File: src/design/md_filter_macros.svh
//////////////////////////////////////////////////
// Sizing, pipeline depth and cutoff of the filter bank
// Lane count and FIFO depth must be powers of two, lanes at least 2
// MD_FILTER_STAGES must match the two-stage filter pipeline
//////////////////////////////////////////////////
`ifndef MD_FILTER_MACROS_SVH
`define MD_FILTER_MACROS_SVH

// Signed fixed-point coordinate
`define MD_COORD_W 16

// Difference of two coordinates needs one more bit
`define MD_DIFF_W (`MD_COORD_W + 1)

// Three squares summed
`define MD_R2_W (2 * `MD_DIFF_W + 2)

`define MD_ID_W 20

`define MD_NUM_LANES 4

`define MD_FIFO_DEPTH 16

`define MD_FILTER_STAGES 2

// Cutoff radius 2048 coordinate units, squared
`define MD_CUTOFF_R2 (`MD_R2_W'(36'd4194304))

`endif

File: src/design/particle_pkg.sv
//////////////////////////////////////////////////
// Particle level types
// Displacements are reference minus neighbor
//////////////////////////////////////////////////
`include "md_filter_macros.svh"

package particle_pkg;

	typedef logic signed [`MD_COORD_W-1:0] coord_t;

	typedef logic signed [`MD_DIFF_W-1:0] diff_t;

	typedef logic [`MD_R2_W-1:0] r2_t;

	typedef logic [`MD_ID_W-1:0] particle_id_t;

	typedef struct packed {
		coord_t x;
		coord_t y;
		coord_t z;
	} position_t;

	// Lane input
	typedef struct packed {
		particle_id_t ref_id;
		particle_id_t neighbor_id;
		position_t    ref_pos;
		position_t    neighbor_pos;
	} candidate_pair_t;

	// FIFO entry and bank output
	typedef struct packed {
		particle_id_t ref_id;
		particle_id_t neighbor_id;
		diff_t        dx;
		diff_t        dy;
		diff_t        dz;
		r2_t          r2;
	} filtered_pair_t;

endpackage

File: src/design/filter_bank_pkg.sv
//////////////////////////////////////////////////
// Bank level types for lanes and buffering
//////////////////////////////////////////////////
`include "md_filter_macros.svh"

package filter_bank_pkg;

	// One bit per lane
	typedef logic [`MD_NUM_LANES-1:0] lane_mask_t;

	typedef logic [$clog2(`MD_NUM_LANES)-1:0] lane_idx_t;

	// Occupancy from empty up to full
	typedef logic [$clog2(`MD_FIFO_DEPTH + 1)-1:0] fifo_count_t;

endpackage

File: src/design/pair_fifo.sv
//////////////////////////////////////////////////
// Per-lane buffer of kept pairs
// in_ready reserves room for pairs still in the filter
// Writes are never refused, pop only when not_empty
//////////////////////////////////////////////////
`timescale 1ns/1ps
`include "md_filter_macros.svh"

module pair_fifo (
	input  logic                        clk,
	input  logic                        rst_n,
	input  logic                        in_valid,
	input  logic                        wr_valid,
	input  particle_pkg::filtered_pair_t wr_pair,
	input  logic                        pop,
	output logic                        in_ready,
	output logic                        not_empty,
	output particle_pkg::filtered_pair_t head_pair
);

	localparam int ADDR_W = $clog2(`MD_FIFO_DEPTH);
	localparam int RES_W = $clog2(`MD_FIFO_DEPTH + `MD_FILTER_STAGES + 1);

	particle_pkg::filtered_pair_t mem [`MD_FIFO_DEPTH];
	logic [ADDR_W-1:0] wr_ptr;
	logic [ADDR_W-1:0] rd_ptr;
	filter_bank_pkg::fifo_count_t count;
	logic [`MD_FILTER_STAGES-1:0] accept_pipe;
	logic [RES_W-1:0] reserved;
	logic accept;

	assign accept = in_valid && in_ready;

	// Stored entries plus accepted pairs not yet through the filter
	assign reserved = RES_W'(count) + RES_W'($countones(accept_pipe));
	assign in_ready = reserved <= RES_W'(`MD_FIFO_DEPTH - 1);

	assign not_empty = count != '0;
	assign head_pair = mem[rd_ptr];

	always_ff @(posedge clk)
	begin
		if (wr_valid)
			mem[wr_ptr] <= wr_pair;
	end

	always_ff @(posedge clk or negedge rst_n)
	begin
		if (!rst_n)
		begin
			wr_ptr      <= '0;
			rd_ptr      <= '0;
			count       <= '0;
			accept_pipe <= '0;
		end
		else
		begin
			accept_pipe <= {accept_pipe[`MD_FILTER_STAGES-2:0], accept};
			if (wr_valid)
				wr_ptr <= wr_ptr + 1'b1;
			if (pop)
				rd_ptr <= rd_ptr + 1'b1;
			case ({wr_valid, pop})
				2'b10: count <= count + 1'b1;
				2'b01: count <= count - 1'b1;
				default: count <= count;
			endcase
		end
	end

endmodule

File: config.mk
export PLATFORM = sky130hd
export DESIGN_NAME = pair_fifo
export DESIGN_NICKNAME = d
export VERILOG_FILES = /design/src/design/particle_pkg.sv /design/src/design/filter_bank_pkg.sv /design/src/design/pair_fifo.sv
export VERILOG_INCLUDE_DIRS = /design/src /design/src/design
export SDC_FILE = /design/constraint.sdc
export NUM_CORES = 2
export LEC_CHECK = 0
export BUFFER_PORTS_ARGS = -buffer_cell sky130_fd_sc_hd__buf_2
export CELL_PAD_IN_SITES_DETAIL_PLACEMENT = 1
export CELL_PAD_IN_SITES_GLOBAL_PLACEMENT = 1
export CORE_MARGIN = 4
export CORE_UTILIZATION = 44
export DETAILED_ROUTE_END_ITERATION = 10
export GPL_ROUTABILITY_DRIVEN = 0
export GPL_TIMING_DRIVEN = 0
export PLACE_DENSITY = 0.74
export REMOVE_ABC_BUFFERS = 1
export SKIP_CTS_REPAIR_TIMING = 1
export SYNTH_ARGS = -nofsm -noshare
export SYNTH_HDL_FRONTEND = slang
export SYNTH_SLANG_ARGS = --single-unit
File: constraint.sdc
create_clock -name clk -period 15.25 [get_ports clk]
set_input_delay 4.575 -clock clk [delete_from_list [all_inputs] [get_ports clk]]
set_output_delay 4.575 -clock clk [all_outputs]
set_load 0.05 [all_outputs]
==> impl_metrics.yaml <==
drt:
  dr.first_iter.drc_count: 3722
  num_vias: 34879
  drt-total-wl_um: 186000
  viasPerCell: 5.76
  drtAntennaViolNets: 0
  drtPass1Iterations: 5
  avgRoutedWirePerCell_um: 30.7
  route.detailed.drc: 0
clocking:
  clock_path_buffers: 3
  ctsRootBufferMaster: "clkbuf_16"
  clkSinkCount: 2047
  h-tree-depth: 4
  clk_latency_ns: 0.86
  cts.clk_slew.worst_paths_ns: 0.06
  cts_buffers: 201
  cts_tree: "built"
pwr:
  leakage_nw: 28.7
  power.internal_mw: 11.8
  p_switching_mw: 6.06
  switching_share: 0.339
  seq_power_share: 0.390
  p_per_area_mw_per_mm2: 197
  power_frac_clock: 0.266
  comb_power_share: 0.344
  p_total_mw: 17.9
  peakVddDrop_mv: 0.120
cells_and_area:
  layout_common_cells: "edfxtp_1, mux4_2, buf_2"
  fin_area_mm2: 0.0908
  layout-drive-gt1-share: 0.363
  syn2layout_area_growth_pct: 17.3
  layout_commonest_cell: "edfxtp_1"
  multi_input_area_mm2: 0.0151
  regArea_mm2: 0.0614
  nets: 3685
  nFillCells: 14782
worst_setup_path:
  worstSetupEndpointType: "output port"
  crit_required_ns: 10.68
  cp-start-kind: "register"
  critPathMaxFanout: 40
  arrival_ns: 4.64
  criticalPathCategory: "register to output port"
floorplanning:
  die_x_um: 427
  die-area_mm2: 0.183
  io_pins: 261
  start_util: 0.444
  fp.coreArea_mm2: 0.174
  row_count: 153
  die_h_um: 427
timing:
  max-slew-margin-rel: 0.370
  post-route-period-util: 0.604
  fin_setup_tns_ns: 0
  rsz0062_at_grt: "false"
  post-route-min-period_ns: 9.22
  setup_viol: 0
  drv_slew: 0
  fmax_ghz: 0.109
  worst_pin_slew_ns: 0.943
  hold_violations: 0
  finClkSkew_ns: 0.0499
global_route:
  grt_pass1_vias: 38473
  overflow: 0
  antenna_found_initial: 40
  grt_pass1_wl_um: 272000
  grt_start_max_net_pins: 63
  track_usage: 0.207
place:
  placed_area_mm2: 0.0844
  dp_hpwl_um: 116000
  io_buffers: 260
synthesis:
  synth_seq_area_share: 0.793
  synth_seq_cells: 2047
  synth_area_per_cell_um2: 25.5
  synth_top_area_share: 0.788
  synth.lib_cells_used.distinct: 32
  syn_inst: 3038
  netlist_area_mm2: 0.0774
  synth_warnings: 0
  yosys.area.top_type: "edfxtp_1"
  synth_area_leaders: "edfxtp_1, mux4_2, mux2i_1"
worst_hold_path:
  holdCritPathClass: "register to register"
status:
  status: "finished, final reports clean"
run:
  drv_cap: 0
==> routing by layer <==
metal / wire length (µm) / vias up / share of wire / GRT usage
met1: 75600 / 19062 / 0.41 / 0.284
li1: - / 14276 / - / -
met3: 12400 / 300 / 0.067 / 0.0448
met4: 5090 / 14 / 0.027 / 0.0640
met2: 92700 / 1227 / 0.50 / 0.335
met5: 95 / - / 0.00051 / 0
==> cell usage after synthesis (all sizes together) <==
master	n
mux2i	47
nand2	14
o22ai	3
clkinv	1
nor2	12
xor2	5
o21ai	4
mux2	1
xnor2	6
nor2b	35
a21oi	39
nor4	1
or3b	1
edfxtp	2032
mux4	592
and2	1
o221ai	6
a211oi	34
buf	100
dfrtp	15
nor3	4
ha	10
nand2b	3
a21o	1
inv	7
nand4	2
fa	2
clkbuf	58
nand3	2
==> critical path, stage by stage (launching register included) <==
cell	delay [ns]
dfrtp_4	0.73
buf_16	0.33
buf_16	0.30
buf_16	0.28
buf_16	0.31
buf_16	0.31
mux4_2	0.55
mux4_2	0.51
buf_2	0.25
==> flip-flops by register name, indices dropped and copies added, names as in the netlist <==
signal,flops
mem,2032
count,5
rd_ptr,4
wr_ptr,4
accept_pipe,2
==> area by class of cell <==
cell class                 count  area share
inverter                       8    0.000386
multi-input combinational    825       0.167
sequential                  2047       0.677
timing repair buffer         458      0.0540
clock inverter               125      0.0124
clock buffer                 244      0.0572
antenna                       22    0.000607
tap                         2325      0.0321
==> stage by stage <==
step                std cells  utilization  setup slack [ns]  hold slack, ns
CTS                      6032        0.520              5.84           0.412
floorplan                2880            -             -9.82           0.386
detailed placement       5663        0.484              6.82           0.399
global route             6041        0.520              5.68           0.427
finish                   6054        0.520              6.03           0.405
global placement         5465        0.463            -18.98           0.394
==> logic make-up (layout without fill, tap and decap cells) <==
kind of cell / count (synthesis) / after routing / synth area share
flip-flops: 2047 / 2047 / 0.793
multiplexers: 640 / 640 / 0.179
buffers and inverters: 166 / 835 / 0.0125
AO/OA/AOI/OAI: 87 / 87 / 0.00710
AND/OR/NAND/NOR: 75 / 75 / 0.00516
adder cells (fa/ha/maj): 12 / 12 / 0.00213
XOR/XNOR: 11 / 11 / 0.00124
other: 0 / 22 / 0
==> power groups by stage <==
stage	sequential (mW)	clock, mW	combinational [mW]
2_1_floorplan	7.61	0	5.50
3_3_place_gp	8.07	0	7.05
3_5_place_dp	7.10	0	6.26
4_1_cts	6.99	4.86	6.29
5_1_grt	7.02	5.13	6.49
6_report	6.98	4.76	6.16
==> worst paths after layout <==
| check | start | to | cells past startpoint | slack (ns) |
|---|---|---|---|---|
| worst max register to register | wr_ptr[0] | mem[0][6] | 9 | 12.21 |
| worst min register to register | accept_pipe[0] | accept_pipe[1] | 0 | 0.41 |
| min in group asynchronous | rst_n | accept_pipe[0] | 1 | 3.63 |
| worst min-delay path | accept_pipe[0] | accept_pipe[1] | 0 | 0.41 |
| worst max-delay path | rd_ptr[0] | head_pair[85] | 8 | 6.03 |
| max in group asynchronous | rst_n | rd_ptr[1] | 1 | 11.30 |
No activity file was read; power rests on OpenSTA's default activity.
